**src/include/adc_regs.svh**
```systemverilog
`ifndef ADC_REGS_SVH
`define ADC_REGS_SVH

// wishbone register offsets
`define ADC_REG_BYPASS_HI 16'd0 // channels 31..16
`define ADC_REG_BYPASS_LO 16'd1 // channels 15..0
`define ADC_REG_CMON_EN   16'd2
`define ADC_REG_TMON_EN   16'd3
`define ADC_REG_EN        16'd4
`define ADC_REG_AVG       16'd5
`define ADC_REG_STATUS    16'd6

`endif

```
**src/adc_pkg.sv**
```systemverilog
package adc_pkg;

  localparam int NUM_CH   = 32;
  localparam int CH_W     = 5;
  localparam int SAMPLE_W = 12;
  localparam int ACC_W    = SAMPLE_W + 4; // room for 16 samples

  localparam int NUM_CMON = 10;
  localparam int NUM_TMON = 11;

  // coding is visible in the status register
  typedef enum logic [2:0] {
    IDLE    = 3'd0,
    STROBE  = 3'd1,
    CONVERT = 3'd2,
    WAITING = 3'd3,
    DONE    = 3'd4
  } seq_state_e;

  typedef enum logic [2:0] {
    SRC_BYPASS_HI = 3'd0,
    SRC_BYPASS_LO = 3'd1,
    SRC_CMON      = 3'd2,
    SRC_TMON      = 3'd3,
    SRC_EN        = 3'd4,
    SRC_AVG       = 3'd5,
    SRC_STATUS    = 3'd6,
    SRC_ZERO      = 3'd7
  } rd_src_e;

endpackage

```
**src/adc_cfg_if.sv**
```systemverilog
`timescale 1ns/1ps

interface adc_cfg_if;
  import adc_pkg::*;

  logic [NUM_CH-1:0]   channel_bypass;
  logic [NUM_CMON-1:0] cmon_en;
  logic [NUM_TMON-1:0] tmon_en;
  logic                adc_en;
  logic [2:0]          avg_code;
  seq_state_e          state; // back to status reg

  modport regs (
    output channel_bypass, cmon_en, tmon_en, adc_en, avg_code,
    input  state
  );

  modport seq (
    input  channel_bypass, cmon_en, tmon_en, adc_en, avg_code,
    output state
  );

endinterface

```
**src/adc_wb_regs.sv**
```systemverilog
`timescale 1ns/1ps

`include "adc_regs.svh"

module adc_wb_regs #(
  parameter int unsigned DEFAULT_AVG = 4
) (
  input  logic        wb_clk_i,
  input  logic        wb_rst_i,
  input  logic        wb_cyc_i,
  input  logic        wb_stb_i,
  input  logic        wb_we_i,
  input  logic [15:0] wb_adr_i,
  input  logic [15:0] wb_dat_i,
  output logic [15:0] wb_dat_o,
  output logic        wb_ack_o,
  input  logic        adc_busy_i,
  input  logic        adc_sample_i,
  input  logic        adc_dv_i,
  input  logic        adc_cal_i,
  adc_cfg_if.regs     cfg
);
  import adc_pkg::*;

  rd_src_e rd_src;
  logic    access;

  assign access = wb_cyc_i & wb_stb_i & ~wb_ack_o;

  always_ff @(posedge wb_clk_i) begin
    if (wb_rst_i) begin
      wb_ack_o           <= 1'b0;
      rd_src             <= SRC_ZERO;
      cfg.channel_bypass <= '0;
      cfg.cmon_en        <= '1;
      cfg.tmon_en        <= '1;
      cfg.adc_en         <= 1'b1;
      cfg.avg_code       <= 3'(DEFAULT_AVG);
    end else begin
      wb_ack_o <= access; // single cycle ack
      if (access) begin
        case (wb_adr_i)
          `ADC_REG_BYPASS_HI: begin
            rd_src <= SRC_BYPASS_HI;
            if (wb_we_i) cfg.channel_bypass[31:16] <= wb_dat_i;
          end
          `ADC_REG_BYPASS_LO: begin
            rd_src <= SRC_BYPASS_LO;
            if (wb_we_i) cfg.channel_bypass[15:0] <= wb_dat_i;
          end
          `ADC_REG_CMON_EN: begin
            rd_src <= SRC_CMON;
            if (wb_we_i) cfg.cmon_en <= wb_dat_i[NUM_CMON-1:0];
          end
          `ADC_REG_TMON_EN: begin
            rd_src <= SRC_TMON;
            if (wb_we_i) cfg.tmon_en <= wb_dat_i[NUM_TMON-1:0];
          end
          `ADC_REG_EN: begin
            rd_src <= SRC_EN;
            if (wb_we_i) cfg.adc_en <= wb_dat_i[0];
          end
          `ADC_REG_AVG: begin
            rd_src <= SRC_AVG;
            if (wb_we_i) cfg.avg_code <= wb_dat_i[2:0];
          end
          `ADC_REG_STATUS: rd_src <= SRC_STATUS; // read only
          default:         rd_src <= SRC_ZERO;
        endcase
      end
    end
  end

  // read mux, valid while ack is high
  always_comb begin
    case (rd_src)
      SRC_BYPASS_HI: wb_dat_o = cfg.channel_bypass[31:16];
      SRC_BYPASS_LO: wb_dat_o = cfg.channel_bypass[15:0];
      SRC_CMON:      wb_dat_o = {{(16-NUM_CMON){1'b0}}, cfg.cmon_en};
      SRC_TMON:      wb_dat_o = {{(16-NUM_TMON){1'b0}}, cfg.tmon_en};
      SRC_EN:        wb_dat_o = {15'b0, cfg.adc_en};
      SRC_AVG:       wb_dat_o = {13'b0, cfg.avg_code};
      SRC_STATUS: begin
        wb_dat_o = {9'b0, cfg.state, adc_busy_i, adc_sample_i, adc_dv_i, adc_cal_i};
      end
      default:       wb_dat_o = 16'h0000;
    endcase
  end

endmodule

```
**src/adc_sequencer.sv**
```systemverilog
`timescale 1ns/1ps

module adc_sequencer #(
  parameter int unsigned STB_WIDTH = 400
) (
  input  logic                          wb_clk_i,
  input  logic                          wb_rst_i,
  adc_cfg_if.seq                        cfg,
  output logic                          adc_start_o,
  output logic [adc_pkg::CH_W-1:0]      adc_chnum_o,
  input  logic                          adc_busy_i,
  input  logic                          adc_dv_i,
  input  logic                          adc_cal_i,
  input  logic [adc_pkg::SAMPLE_W-1:0]  adc_result_i,
  output logic                          sample_valid_o,
  output logic [adc_pkg::SAMPLE_W-1:0]  sample_o,
  input  logic                          group_done_i,
  output logic [adc_pkg::NUM_CMON-1:0]  cmon_stb_o,
  output logic [adc_pkg::NUM_TMON-1:0]  tmon_stb_o
);
  import adc_pkg::*;

  localparam int CNT_W = (STB_WIDTH > 0) ? $clog2(STB_WIDTH + 1) : 1;

  seq_state_e          state;
  logic [CNT_W-1:0]    stb_cnt;
  logic [NUM_CMON-1:0] cmon_sel;
  logic [NUM_TMON-1:0] tmon_sel;
  logic [NUM_CMON-1:0] cmon_hit;
  logic [NUM_TMON-1:0] tmon_hit;
  logic                dv_q;
  logic                dv_rise;
  logic                capture;
  logic                grp_last; // advance channel in DONE

  // current k -> ch 3k+2, temp k -> ch 3k+3, last temp -> ch 31
  always_comb begin
    cmon_sel = '0;
    tmon_sel = '0;
    for (int k = 0; k < NUM_CMON; k++) begin
      cmon_sel[k] = (adc_chnum_o == CH_W'(3*k + 2));
    end
    for (int k = 0; k < NUM_TMON-1; k++) begin
      tmon_sel[k] = (adc_chnum_o == CH_W'(3*k + 3));
    end
    tmon_sel[NUM_TMON-1] = (adc_chnum_o == CH_W'(NUM_CH - 1));
  end

  assign cmon_hit = cmon_sel & cfg.cmon_en;
  assign tmon_hit = tmon_sel & cfg.tmon_en;

  // result is taken on the first cycle of datavalid only
  assign dv_rise = adc_dv_i & ~dv_q;
  assign capture = dv_rise & ((state == CONVERT) | (state == WAITING));

  assign sample_valid_o = capture;
  assign sample_o       = adc_result_i;
  assign cfg.state      = state;

  always_ff @(posedge wb_clk_i) begin
    if (wb_rst_i) begin
      state       <= IDLE;
      adc_start_o <= 1'b0;
      adc_chnum_o <= '0;
      cmon_stb_o  <= '0;
      tmon_stb_o  <= '0;
      dv_q        <= 1'b0;
      grp_last    <= 1'b0;
    end else begin
      dv_q <= adc_dv_i;
      case (state)
        IDLE: begin
          if (cfg.adc_en & ~adc_cal_i) begin
            if (cfg.channel_bypass[adc_chnum_o]) begin
              grp_last <= 1'b1;
              state    <= DONE;
            end else if ((|cmon_hit) | (|tmon_hit)) begin
              stb_cnt    <= CNT_W'(STB_WIDTH);
              cmon_stb_o <= cmon_hit;
              tmon_stb_o <= tmon_hit;
              state      <= STROBE;
            end else begin
              adc_start_o <= 1'b1;
              state       <= CONVERT;
            end
          end
        end
        STROBE: begin
          if (stb_cnt != '0) begin
            stb_cnt <= stb_cnt - 1'b1;
          end else begin
            adc_start_o <= 1'b1; // settling done
            state       <= CONVERT;
          end
        end
        CONVERT, WAITING: begin
          if (capture) begin
            adc_start_o <= 1'b0;
            cmon_stb_o  <= '0;
            tmon_stb_o  <= '0;
            grp_last    <= group_done_i;
            state       <= DONE;
          end else if (adc_busy_i) begin
            adc_start_o <= 1'b0;
            state       <= WAITING;
          end
        end
        DONE: begin
          if (grp_last) adc_chnum_o <= adc_chnum_o + 1'b1; // wraps 31 -> 0
          grp_last <= 1'b0;
          state    <= IDLE;
        end
        default: state <= IDLE;
      endcase
    end
  end

endmodule

```
**src/adc_averager.sv**
```systemverilog
`timescale 1ns/1ps

module adc_averager (
  input  logic                          wb_clk_i,
  input  logic                          wb_rst_i,
  input  logic [2:0]                    avg_code_i,
  input  logic                          sample_valid_i,
  input  logic [adc_pkg::SAMPLE_W-1:0]  sample_i,
  output logic                          group_done_o,
  output logic [adc_pkg::SAMPLE_W-1:0]  result_o,
  output logic                          strb_o
);
  import adc_pkg::*;

  logic [2:0]       shift;
  logic [3:0]       last_cnt;
  logic [3:0]       cnt;
  logic [ACC_W-1:0] acc;
  logic [ACC_W-1:0] sum_next;

  // codes above 4 saturate at 16 samples
  assign shift    = (avg_code_i > 3'd4) ? 3'd4 : avg_code_i;
  assign last_cnt = 4'((5'd1 << shift) - 5'd1);

  assign group_done_o = (cnt >= last_cnt);
  assign sum_next     = ((cnt == '0) ? '0 : acc) + ACC_W'(sample_i); // fresh sum at group start

  always_ff @(posedge wb_clk_i) begin
    if (wb_rst_i) begin
      cnt    <= '0;
      strb_o <= 1'b0;
    end else begin
      strb_o <= 1'b0;
      if (sample_valid_i) begin
        if (group_done_o) begin
          cnt    <= '0;
          strb_o <= 1'b1;
        end else begin
          cnt <= cnt + 1'b1;
        end
      end
    end
  end

  always_ff @(posedge wb_clk_i) begin
    if (sample_valid_i) begin
      acc <= sum_next;
      if (group_done_o) result_o <= SAMPLE_W'(sum_next >> shift); // floor of mean
    end
  end

endmodule

```
**src/adc_subsystem_top.sv**
```systemverilog
`timescale 1ns/1ps

module adc_subsystem_top #(
  parameter int unsigned STB_WIDTH   = 400,
  parameter int unsigned DEFAULT_AVG = 4
) (
  input  logic                          wb_clk_i,
  input  logic                          wb_rst_i,
  input  logic                          wb_cyc_i,
  input  logic                          wb_stb_i,
  input  logic                          wb_we_i,
  input  logic [15:0]                   wb_adr_i,
  input  logic [15:0]                   wb_dat_i,
  output logic [15:0]                   wb_dat_o,
  output logic                          wb_ack_o,
  output logic [adc_pkg::SAMPLE_W-1:0]  adc_result_o,
  output logic [adc_pkg::CH_W-1:0]      adc_channel_o,
  output logic                          adc_strb_o,
  output logic [adc_pkg::NUM_CMON-1:0]  cmon_stb_o,
  output logic [adc_pkg::NUM_TMON-1:0]  tmon_stb_o,
  output logic                          adc_start_o,
  output logic [adc_pkg::CH_W-1:0]      adc_chnum_o,
  input  logic                          adc_cal_i,
  input  logic                          adc_dv_i,
  input  logic                          adc_busy_i,
  input  logic                          adc_sample_i,
  input  logic [adc_pkg::SAMPLE_W-1:0]  adc_data_i
);
  import adc_pkg::*;

  logic                sample_valid;
  logic [SAMPLE_W-1:0] sample;
  logic                group_done;

  adc_cfg_if cfg_if ();

  adc_wb_regs #(
    .DEFAULT_AVG (DEFAULT_AVG)
  ) adc_wb_regs_i (
    .wb_clk_i     (wb_clk_i),
    .wb_rst_i     (wb_rst_i),
    .wb_cyc_i     (wb_cyc_i),
    .wb_stb_i     (wb_stb_i),
    .wb_we_i      (wb_we_i),
    .wb_adr_i     (wb_adr_i),
    .wb_dat_i     (wb_dat_i),
    .wb_dat_o     (wb_dat_o),
    .wb_ack_o     (wb_ack_o),
    .adc_busy_i   (adc_busy_i),
    .adc_sample_i (adc_sample_i),
    .adc_dv_i     (adc_dv_i),
    .adc_cal_i    (adc_cal_i),
    .cfg          (cfg_if.regs)
  );

  adc_sequencer #(
    .STB_WIDTH (STB_WIDTH)
  ) adc_sequencer_i (
    .wb_clk_i       (wb_clk_i),
    .wb_rst_i       (wb_rst_i),
    .cfg            (cfg_if.seq),
    .adc_start_o    (adc_start_o),
    .adc_chnum_o    (adc_chnum_o),
    .adc_busy_i     (adc_busy_i),
    .adc_dv_i       (adc_dv_i),
    .adc_cal_i      (adc_cal_i),
    .adc_result_i   (adc_data_i),
    .sample_valid_o (sample_valid),
    .sample_o       (sample),
    .group_done_i   (group_done),
    .cmon_stb_o     (cmon_stb_o),
    .tmon_stb_o     (tmon_stb_o)
  );

  adc_averager adc_averager_i (
    .wb_clk_i       (wb_clk_i),
    .wb_rst_i       (wb_rst_i),
    .avg_code_i     (cfg_if.avg_code),
    .sample_valid_i (sample_valid),
    .sample_i       (sample),
    .group_done_o   (group_done),
    .result_o       (adc_result_o),
    .strb_o         (adc_strb_o)
  );

  assign adc_channel_o = adc_chnum_o; // channel advances after the strobe

endmodule

```
**config.mk**
```make
export PLATFORM = sky130hd
export DESIGN_NAME = adc_subsystem_top
export DESIGN_NICKNAME = d
export VERILOG_FILES = /design/src/adc_pkg.sv /design/src/adc_cfg_if.sv /design/src/adc_wb_regs.sv /design/src/adc_sequencer.sv /design/src/adc_averager.sv /design/src/adc_subsystem_top.sv
export VERILOG_INCLUDE_DIRS = /design/src /design/src/include
export SDC_FILE = /design/constraint.sdc
export NUM_CORES = 1
export LEC_CHECK = 0
export BUFFER_PORTS_ARGS = -buffer_cell sky130_fd_sc_hd__buf_2
export CORE_MARGIN = 1.5
export CORE_UTILIZATION = 29
export CTS_CLUSTER_DIAMETER = 60
export DETAILED_ROUTE_END_ITERATION = 10
export GPL_ROUTABILITY_DRIVEN = 0
export PLACE_DENSITY_LB_ADDON = 0.3
export SLEW_MARGIN = 10
export SYNTH_ARGS = -nofsm -noshare
export SYNTH_HDL_FRONTEND = slang
export SYNTH_SLANG_ARGS = --single-unit
export TNS_END_PERCENT = 5
```
**constraint.sdc**
```tcl
create_clock -name wb_clk_i -period 3.7 [get_ports wb_clk_i]
set_input_delay 0.555 -clock wb_clk_i [delete_from_list [all_inputs] [get_ports wb_clk_i]]
set_output_delay 0.555 -clock wb_clk_i [all_outputs]
set_load 0.02 [all_outputs]
```
==> qor.yml, run 1 <==
status: "completed"
synth_edf_count: 37
regArea_um2: 3070
cts_buffers: 17
hold_violations: 0
yosys.area.top_type: "dfxtp_1"
start_util: 0.295
die_y_um: 166
tightest_slew_ps: 869
drc_errors: 0
cpPeakStageDelay_ps: 490
cp.required_ps: 3990
path_max_fanout: 5
clockBufferDepth: 2
grt_max_degree: 49
crit_arrival_ps: 3800
synth.avg_cell_area_um2: 8.97
path_buf_inv: 1
clkPwrFrac: 0.354
syn_inst: 858
p_comb_frac: 0.270
clock.fmax_mhz: 285
seqPwrFrac: 0.376
area_growth_pct: 18.9
crit_chain: "inv_1, ha_1, nand2_1, and2_1, ha_1, fa_1, a21o_1, a22o_4, o41ai_4, o21ai_2, xor2_2, mux4_2, o21ai_2"
grt-ovfl-total: 0
timing.final.max_slew_violations: 0
synth_area_um2: 7690
min_path_type: "input pin to flop"
yosysUniqueCellTypes: 73
synth_area_leaders: "dfxtp_1, edfxtp_1, nand2_1"
cts_num_sinks: 135
h-tree-depth: 4
synth_top_area_frac: 0.255
setup_viol: 0
wire_per_inst_um: 17.0
start_kind: "flop"
vias_per_cell: 5.06
netSwitchingFraction: 0.325
cts-hold-fix-buffers: 0
power_w: 0.00474
ys_ff_latch: 135
hpwl_um: 16300
rsz0062_at_grt: "no"
grt_pass1_vias: 6206
postSynth.asyncResetShare: 0
clkLatencyLatePin_ps: 430
crit_slowest_cell: "mux4_2"
ctsRootBufferMaster: "clkbuf_16"
ir_worst_vdd_v: 0.000244
drtPass1Iterations: 5
antenna_found_initial: 0
grt_pass1_wl_um: 35100
ys_seq_area_frac: 0.399
p_int_w: 0.00320
path_delay_family: "compound AO/OA/AOI/OAI gates"
p_leak_nw: 3.77
crit_type: "flop to flop"
wirelength_um: 22200
setup.worst_path.end_class: "flop"
nFillCells: 2680
fp.dieW_um: 166
n_antenna_cell: 0
multi_input_area_um2: 4200
port_buffers: 114
synth_warnings: 0
num-nets-final: 1035
switching_power_w: 0.00154
drt-initial-drc-count: 533
cts_tree: "built"
r2r_slack_ps: 190
layout-drive-gt1-share: 0.209
period_needed_ps: 3510
num_vias: 6596
dieArea_um2: 27500
setup_tns_ps: 0
synth_nets: 937
core_um2: 26100
p_per_area_nw_per_um2: 518
pin_count: 115
fp-row-count: 59
drtAntennaViolNets: 0
grtUsageTotal: 0.162
min_period_over_period: 0.948
cap_violations: 0
path_clk_slew_ps: 60
skew_ps: 13.6
slew_headroom: 0.420
ys.flop_type: "dfxtp_1"
==> flip-flops by register name (all words and copies together) (netlist names), 3 cells and up <==
register                          count
adc_sequencer_i.tmon_stb_o           11
adc_wb_regs_i.cfg.channel_bypass     32
adc_averager_i.cnt                    4
adc_averager_i.acc                   16
adc_wb_regs_i.rd_src                  3
adc_wb_regs_i.cfg.avg_code            3
adc_sequencer_i.stb_cnt               9
adc_sequencer_i.adc_chnum_o           5
adc_sequencer_i.cmon_stb_o           10
adc_wb_regs_i.cfg.cmon_en            10
adc_sequencer_i.cfg.state             3
adc_averager_i.result_o              12
adc_wb_regs_i.cfg.tmon_en            11
==> cell usage in the layout, fill, tap and decap left out, types with 3 or more instances in the layout <==
cell type,count
nand3b_1,4
nand4_1,12
nand2_1,147
nor2b_1,11
nand2b_1,4
dfxtp_1,98
and3_1,11
or3_1,5
a311oi_1,4
nor4_1,5
mux4_2,20
a211oi_1,7
clkinvlp_4,3
mux2i_1,50
a21o_1,7
or3b_2,3
nor3_1,21
inv_1,43
ha_1,25
clkbuf_16,18
edfxtp_1,37
and2_1,17
o211ai_1,15
a211o_1,3
buf_4,20
a31oi_1,6
buf_2,114
nand3_1,34
xor2_1,10
nor2_1,66
o21a_1,3
a21oi_1,53
o21ai_0,18
xnor2_1,9
a22oi_1,8
==> layer usage <==
| layer | part of all wire | GRT usage |
|---|---|---|
| met5 | 0 | 0 |
| met4 | 0.012 | 0.0458 |
| met3 | 0.068 | 0.0391 |
| met2 | 0.45 | 0.249 |
| met1 | 0.47 | 0.225 |
==> cell families after synthesis <==
kind of cell               after synthesis  synth area share
adders and majority gates               26            0.0433
buffers and inverters                   99            0.0559
xor gates and xnor gates                20            0.0228
AOI/OAI and AO/OA                      153             0.137
and+or+nand+nor                        353             0.216
muxes                                   72             0.127
DFF                                    135             0.399
==> cells in the mapped netlist (8+ instances only) <==
cell	n
nand2_1	147
dfxtp_1	98
nor2_1	66
a21oi_1	53
mux2i_1	50
inv_1	43
clkbuf_1	37
edfxtp_1	37
nand3_1	34
ha_1	25
nor3_1	21
mux4_2	20
o21ai_0	18
and2_1	17
o211ai_1	15
nand4_1	12
and3_1	11
nor2b_1	11
xor2_1	11
xnor2_1	9
a22oi_1	8
buf_2	8
==> cell type report <==
class / count / share of cell area
clock buffer: 21 / 0.0526
clock inverter: 10 / 0.0101
inverter: 44 / 0.0180
multi-input combinational: 624 / 0.459
sequential: 135 / 0.336
tap: 335 / 0.0458
timing repair buffer: 134 / 0.0788
==> path summary, 6_finish.rpt <==
check	start	endpoint	depth (start not counted)
worst max register to register	adc_averager_i.cnt[0]$_SDFFE_PP0P_	adc_averager_i.result_o[9]$_DFFE_PP_	13
worst min-delay path	wb_dat_i[11]	adc_wb_regs_i.cfg.channel_bypass[11]$_SDFFE_PP0P_	3
worst min register to register	adc_sequencer_i.cmon_stb_o[5]$_SDFFE_PP0P_	adc_sequencer_i.cmon_stb_o[5]$_SDFFE_PP0P_	2
worst max-delay path	adc_averager_i.cnt[0]$_SDFFE_PP0P_	adc_averager_i.result_o[9]$_DFFE_PP_	13
==> power by group through the flow <==
stage | clock (W) | combinational, W | sequential [W]
final | 0.00168 | 0.00128 | 0.00178
after global routing | 0.00177 | 0.00142 | 0.00180
after CTS | 0.00170 | 0.00128 | 0.00178
after detailed placement | 0 | 0.00127 | 0.00181
after global placement | 0 | 0.00126 | 0.00181
after floorplan | 0 | 0.000967 | 0.00177
==> worst reg2reg max path: cells and delay by family (launching register included) <==
family                   cells  cell delay (ps)
flip-flops                   1              330
multiplexers                 1              490
AND/OR/NAND/NOR              2              330
AO/OA/AOI/OAI                5             1090
XOR/XNOR                     1              230
buffers and inverters        1              120
adder cells (fa/ha/maj)      3              790
==> timing repair <==
action | CTS | global route
endpoints found under the setup margin | 0 | 1
gates resized for setup | 0 | 1
buffers inserted | 0 | 0
==> stage by stage <==
stage                     hold WS (ps)  instances  utilization  setup WS (ps)  area [um2]
after floorplan                    438        858            -            338        7690
after global placement             442       1272        0.329            267        8570
after detailed placement           443       1272        0.329            175        8570
after CTS                          364       1303        0.351            116        9140
after global routing               380       1303        0.351           32.0        9150
final                              372       1303        0.351            191        9150
Note: power is estimated with default switching activity, not from simulation.
==> run 2, diff against run 1 <==
--- a/config.mk
+++ b/config.mk
@@ -13,6 +13,7 @@
 export DETAILED_ROUTE_END_ITERATION = 10
 export GPL_ROUTABILITY_DRIVEN = 0
 export PLACE_DENSITY_LB_ADDON = 0.3
+export RECOVER_POWER = 25
 export SLEW_MARGIN = 10
 export SYNTH_ARGS = -nofsm -noshare
 export SYNTH_HDL_FRONTEND = slang
==> qor.yml, run 2 (synthesis gave the netlist of run 1 again) <==
drtAntennaViolNets: 0  # unchanged
clockBufferDepth: 2  # unchanged
p_leak_nw: 3.60  # was 3.77 nW
core_um2: 26100  # unchanged
die_y_um: 166  # unchanged
layout-drive-gt1-share: 0.163  # was 0.209
port_buffers: 114  # unchanged
ctsRootBufferMaster: "clkbuf_16"  # unchanged
crit_slowest_cell: "mux4_2"  # unchanged
crit_arrival_ps: 3810  # was 3800 ps
cap_violations: 1  # was 0
clkLatencyLatePin_ps: 430  # about the same
area_growth_pct: 18.1  # was 18.9%
path_buf_inv: 1  # unchanged
setup.worst_path.end_class: "flop"  # unchanged
num_vias: 6625  # was 6596
path_clk_slew_ps: 60  # about the same
path_max_fanout: 5  # unchanged
p_per_area_nw_per_um2: 520  # was 518 nW/um2
drc_errors: 0  # unchanged
largest_register: "adc_wb_regs_i.cfg.channel_bypass"  # unchanged
clock.fmax_mhz: 284  # was 285 MHz
rsz0062_at_grt: "no"  # unchanged
num-nets-final: 1035  # unchanged
pre_cts_slack_ps: 175  # unchanged
violations: "capacitance limit, slew limit"
dieArea_um2: 27500  # unchanged
min_path_type: "input pin to flop"  # unchanged
vias_per_cell: 5.08  # was 5.06
crit_chain: "inv_1, ha_1, nand2_1, and2_0, ha_1, fa_1, a21o_1, a22o_4, o41ai_4, o21ai_2, xor2_2, mux4_2, o21ai_2"  # was inv_1, ha_1, nand2_1, and2_1, ha_1, fa_1, a21o_1, a22o_4, o41ai_4, o21ai_2, xor2_2, mux4_2, o21ai_2
cts_num_sinks: 135  # unchanged
cts_buffers: 17  # unchanged
cpPeakStageDelay_ps: 480  # was 490 ps
grt_max_degree: 49  # unchanged
fp.dieW_um: 166  # unchanged
setup_tns_ps: 0  # unchanged
grt-ovfl-total: 0  # unchanged
status: "complete, but fails checks"  # was completed
slew_headroom: -0.503  # was 0.420
timing.final.max_slew_violations: 46  # was 0
path_delay_family: "compound AO/OA/AOI/OAI gates"  # unchanged
n_antenna_cell: 0  # unchanged
h-tree-depth: 4  # unchanged
pin_count: 115  # unchanged
setup_viol: 0  # unchanged
antenna_found_initial: 0  # unchanged
cp.required_ps: 3990  # about the same
wirelength_um: 22300  # was 22200 um
final_cell_mix: "nand2_1, dfxtp_1, buf_2"  # was nand2_1, buf_2, dfxtp_1
hpwl_um: 16300  # unchanged
reg.largest.list: "adc_wb_regs_i.cfg.channel_bypass (32), adc_averager_i.acc (16), adc_averager_i.result_o (12)"  # unchanged
grt_pass1_wl_um: 35100  # unchanged
period_needed_ps: 3520  # was 3510 ps
fp-row-count: 59  # unchanged
tightest_slew_ps: 2250  # was 869 ps
ir_worst_vdd_v: 0.000243  # was 0.000244 V
largest_reg_flops: 32  # unchanged
start_util: 0.295  # unchanged
grtUsageTotal: 0.162  # unchanged
crit_type: "flop to flop"  # unchanged
worst_slack_ps: 179  # was 191 ps
layout_commonest_cell: "nand2_1"  # unchanged
start_kind: "flop"  # unchanged
skew_ps: 15.7  # was 13.6 ps
drt-initial-drc-count: 450  # was 533
hold_violations: 0  # unchanged
wire_per_inst_um: 17.1  # was 17.0 um
drtPass1Iterations: 7  # was 5
grt_pass1_vias: 6206  # unchanged
cts_tree: "built"  # unchanged
min_period_over_period: 0.952  # was 0.948
## run 2: cell types whose count changed in the layout (fill, tap and decap cells not counted)
cell and delta:
clkbuf_1 +44, buf_2 -41, buf_4 -3, and2_0 +1
and2_1 -1
## run 2: worst register-to-register path: stages, from the launching register on
cell,delay [ps]
dfxtp_1,330
inv_1,120
ha_1,170
nand2_1,140
and2_0,200
ha_1,200
fa_1,420
a21o_1,230
a22o_4,250
o41ai_4,360
o21ai_2,130
xor2_2,220
mux4_2,490
o21ai_2,120
## run 2: cell type report
cell class	count	area (um2)
Fill cell	2695	17000
Multi-Input combinational cell	624	4200
Sequential cell	135	3070
Timing Repair Buffer	134	658
Clock buffer	21	482
Tap cell	335	419
Inverter	44	165
Clock inverter	10	92.6
## run 2: final timing paths
path         slack, ps                                       start  depth (start not counted)                                                 to
min                370                                wb_dat_i[11]                          3  adc_wb_regs_i.cfg.channel_bypass[11]$_SDFFE_PP0P_
min reg2reg        450  adc_sequencer_i.cmon_stb_o[5]$_SDFFE_PP0P_                          2         adc_sequencer_i.cmon_stb_o[5]$_SDFFE_PP0P_
max reg2reg        180          adc_averager_i.cnt[0]$_SDFFE_PP0P_                         13               adc_averager_i.result_o[9]$_DFFE_PP_
max                180          adc_averager_i.cnt[0]$_SDFFE_PP0P_                         13               adc_averager_i.result_o[9]$_DFFE_PP_
## run 2: power breakdown
part / internal (W) / switching, W
combinational: 0.000503 / 0.000771
clock: 0.000997 / 0.000677
sequential: 0.00170 / 0.0000847
total: 0.00320 / 0.00153
## run 2: timing repair
item | 4_1_cts | 5_1_grt
endpoints found under the hold margin | 0 | 0
setup endpoints to repair | 0 | 1
hold buffers | 0 | 0
resized for setup | 0 | 1
setup buffers | 0 | 0
## run 2: routing by layer
layer  global-route usage  part of all wire  up-vias  routed length (um)
li1                     -                 -     3253                   -
met1                0.225              0.47     3115               10500
met3               0.0391             0.068       22                1520
met5                    0                 0        -                   0
met2                0.249              0.45      235                9960
met4               0.0458             0.012        0                 260
## run 2: through the flow
step / cell area (um2) / hold WS (ps) / total power (W) / std cells / utilization
2_1_floorplan: 7690 / 438 / 0.00274 / 858 / -
5_1_grt: 9090 / 380 / 0.00498 / 1303 / 0.349
6_report: 9090 / 373 / 0.00473 / 1303 / 0.349
4_1_cts: 9140 / 364 / 0.00476 / 1303 / 0.351
3_3_place_gp: 8570 / 442 / 0.00308 / 1272 / 0.329
3_5_place_dp: 8570 / 443 / 0.00308 / 1272 / 0.329
==> run 3, diff against run 2 <==
==> constraint.sdc (replaced) <==
create_clock -name wb_clk_i -period 3.25 [get_ports wb_clk_i]
set_input_delay 0.4875 -clock wb_clk_i [delete_from_list [all_inputs] [get_ports wb_clk_i]]
set_output_delay 0.4875 -clock wb_clk_i [all_outputs]
set_load 0.02 [all_outputs]
==> qor.yml, run 3 (synthesis gave the netlist of run 1 again) <==
area_growth_pct: 22.7  # was 18.1%
use_met2: 0.258  # was 0.249
grt_max_degree: 53  # was 49
drtPass1Iterations: 6  # was 7
grt_pass1_vias: 6536  # was 6206
start_util: 0.295  # unchanged
pre_cts_slack_ps: 9.60  # was 175 ps
antenna_found_initial: 1  # was 0
min_path_type: "input pin to flop"  # unchanged
worst_slack_ps: 114  # was 179 ps
setup_tns_ps: 0  # unchanged
gr-usage-met1: 0.227  # was 0.225
setup.worst_path.end_class: "flop"  # unchanged
port_buffers: 114  # unchanged
period_needed_ps: 3140  # was 3520 ps
crit_type: "flop to flop"  # unchanged
path_clk_slew_ps: 60  # about the same
min_period_over_period: 0.965  # was 0.952
setup_viol: 0  # unchanged
layout-drive-gt1-share: 0.236  # was 0.163
cap_violations: 1  # unchanged
die_y_um: 166  # unchanged
pin_count: 115  # unchanged
final_cell_mix: "nand2_1, buf_2, dfxtp_1"  # was nand2_1, dfxtp_1, buf_2
grt-ovfl-total: 0  # unchanged
clkPwrFrac: 0.361  # was 0.354
slew_headroom: -0.688  # was -0.503
grt_pass1_wl_um: 35800  # was 35100 um
clkLatencyLatePin_ps: 420  # was 430 ps
grt_use_met3: 0.0327  # was 0.0391
place_area_um2: 8770  # was 8570 um2
layout.cells.non_filler: 1328  # was 1303
p_int_w: 0.00384  # was 0.00320 W
netSwitchingFraction: 0.318  # was 0.324
clockBufferDepth: 2  # unchanged
hold_violations: 0  # unchanged
switching_power_w: 0.00179  # was 0.00153 W
status: "complete, but fails checks"  # unchanged
largest_reg_flops: 32  # unchanged
violations: "capacitance limit, slew limit"  # unchanged
dp.cells: 1296  # was 1272
p_leak_nw: 3.92  # was 3.60 nW
skew_ps: 13.3  # was 15.7 ps
vias_per_cell: 5.10  # was 5.08
fp-row-count: 59  # unchanged
drt-initial-drc-count: 582  # was 450
num_vias: 6769  # was 6625
cts_num_sinks: 135  # unchanged
largest_register: "adc_wb_regs_i.cfg.channel_bypass"  # unchanged
p_comb_frac: 0.283  # was 0.269
design_area_um2: 9440  # was 9090 um2
layout_commonest_cell: "nand2_1"  # unchanged
drc_errors: 0  # unchanged
dieArea_um2: 27500  # unchanged
hpwl_um: 16600  # was 16300 um
crit_arrival_ps: 3410  # was 3810 ps
timing.final.max_slew_violations: 53  # was 46
ctsRootBufferMaster: "clkbuf_16"  # unchanged
p_per_area_nw_per_um2: 597  # was 520 nW/um2
grtUsageTotal: 0.164  # was 0.162
ir_worst_vdd_v: 0.000247  # was 0.000243 V
wirelength_um: 22600  # was 22300 um
reg.largest.list: "adc_wb_regs_i.cfg.channel_bypass (32), adc_averager_i.acc (16), adc_averager_i.result_o (12)"  # unchanged
fp.dieW_um: 166  # unchanged
tightest_slew_ps: 2530  # was 2250 ps
grt_busiest_layer: "met2"  # unchanged
h-tree-depth: 4  # unchanged
path_max_fanout: 8  # was 5
drtAntennaViolNets: 0  # unchanged
cp.required_ps: 3530  # was 3990 ps
cts_buffers: 17  # unchanged
seqPwrFrac: 0.356  # was 0.377
wire_per_inst_um: 17.0  # was 17.1 um
num-nets-final: 1059  # was 1035
start_kind: "flop"  # unchanged
n_antenna_cell: 0  # unchanged
cts_tree: "built"  # unchanged
core_um2: 26100  # unchanged
rsz0062_at_grt: "yes"  # was no
clock.fmax_mhz: 319  # was 284 MHz
## run 3: cell type report
class	instances	area (um2)
clock buffer	23	533
sequential	135	3070
inverter	44	165
tap	335	419
clock inverter	9	98.8
fill	2688	16600
timing repair buffer	158	906
multi-input combinational	624	4240
## run 3: final timing paths
kind / slack (ps) / to / start / depth (start not counted)
setup / recovery: 110 / adc_averager_i.result_o[9]$_DFFE_PP_ / adc_averager_i.cnt[0]$_SDFFE_PP0P_ / 13
hold / removal: 320 / adc_wb_regs_i.cfg.channel_bypass[11]$_SDFFE_PP0P_ / wb_dat_i[11] / 3
setup reg to reg: 110 / adc_averager_i.result_o[9]$_DFFE_PP_ / adc_averager_i.cnt[0]$_SDFFE_PP0P_ / 13
hold reg to reg: 450 / adc_sequencer_i.tmon_stb_o[7]$_SDFFE_PP0P_ / adc_sequencer_i.tmon_stb_o[7]$_SDFFE_PP0P_ / 2
## run 3: stage by stage
step | util | hold slack (ps) | power [W]
6_report | 0.362 | 315 | 0.00563
5_1_grt | 0.362 | 307 | 0.00595
4_1_cts | 0.361 | 302 | 0.00563
3_5_place_dp | 0.336 | 446 | 0.00360
3_3_place_gp | 0.336 | 443 | 0.00359
2_1_floorplan | - | 438 | 0.00313
## run 3: timing repair
action,in CTS,in global routing
pin swaps,1,5
endpoints found under the hold margin,0,0
hold buffers,0,0
buffers inserted,0,0
resized for setup,0,10
setup endpoints to repair,1,7
## run 3: power by group through the flow
stage / combinational [W] / sequential (W) / clock [W]
after global routing: 0.00177 / 0.00202 / 0.00216
after floorplan: 0.00112 / 0.00202 / 0
after detailed placement: 0.00156 / 0.00204 / 0
after CTS: 0.00157 / 0.00200 / 0.00206
final: 0.00159 / 0.00200 / 0.00203
after global placement: 0.00155 / 0.00204 / 0
## run 3: worst max-delay path, stage by stage (launching register included)
cell,delay [ps]
dfxtp_1,320
inv_2,70
ha_4,140
nand2_4,70
and2_1,170
ha_2,180
fa_2,340
a21o_1,190
a22o_4,250
o41ai_4,400
o21ai_2,130
xor2_2,170
mux4_2,470
o21ai_2,110
## run 3: metal layers
layer,share of wire,up-vias
li1,-,3302
met1,0.47,3192
met2,0.46,248
met3,0.062,25
met4,0.014,2
met5,0.00044,-
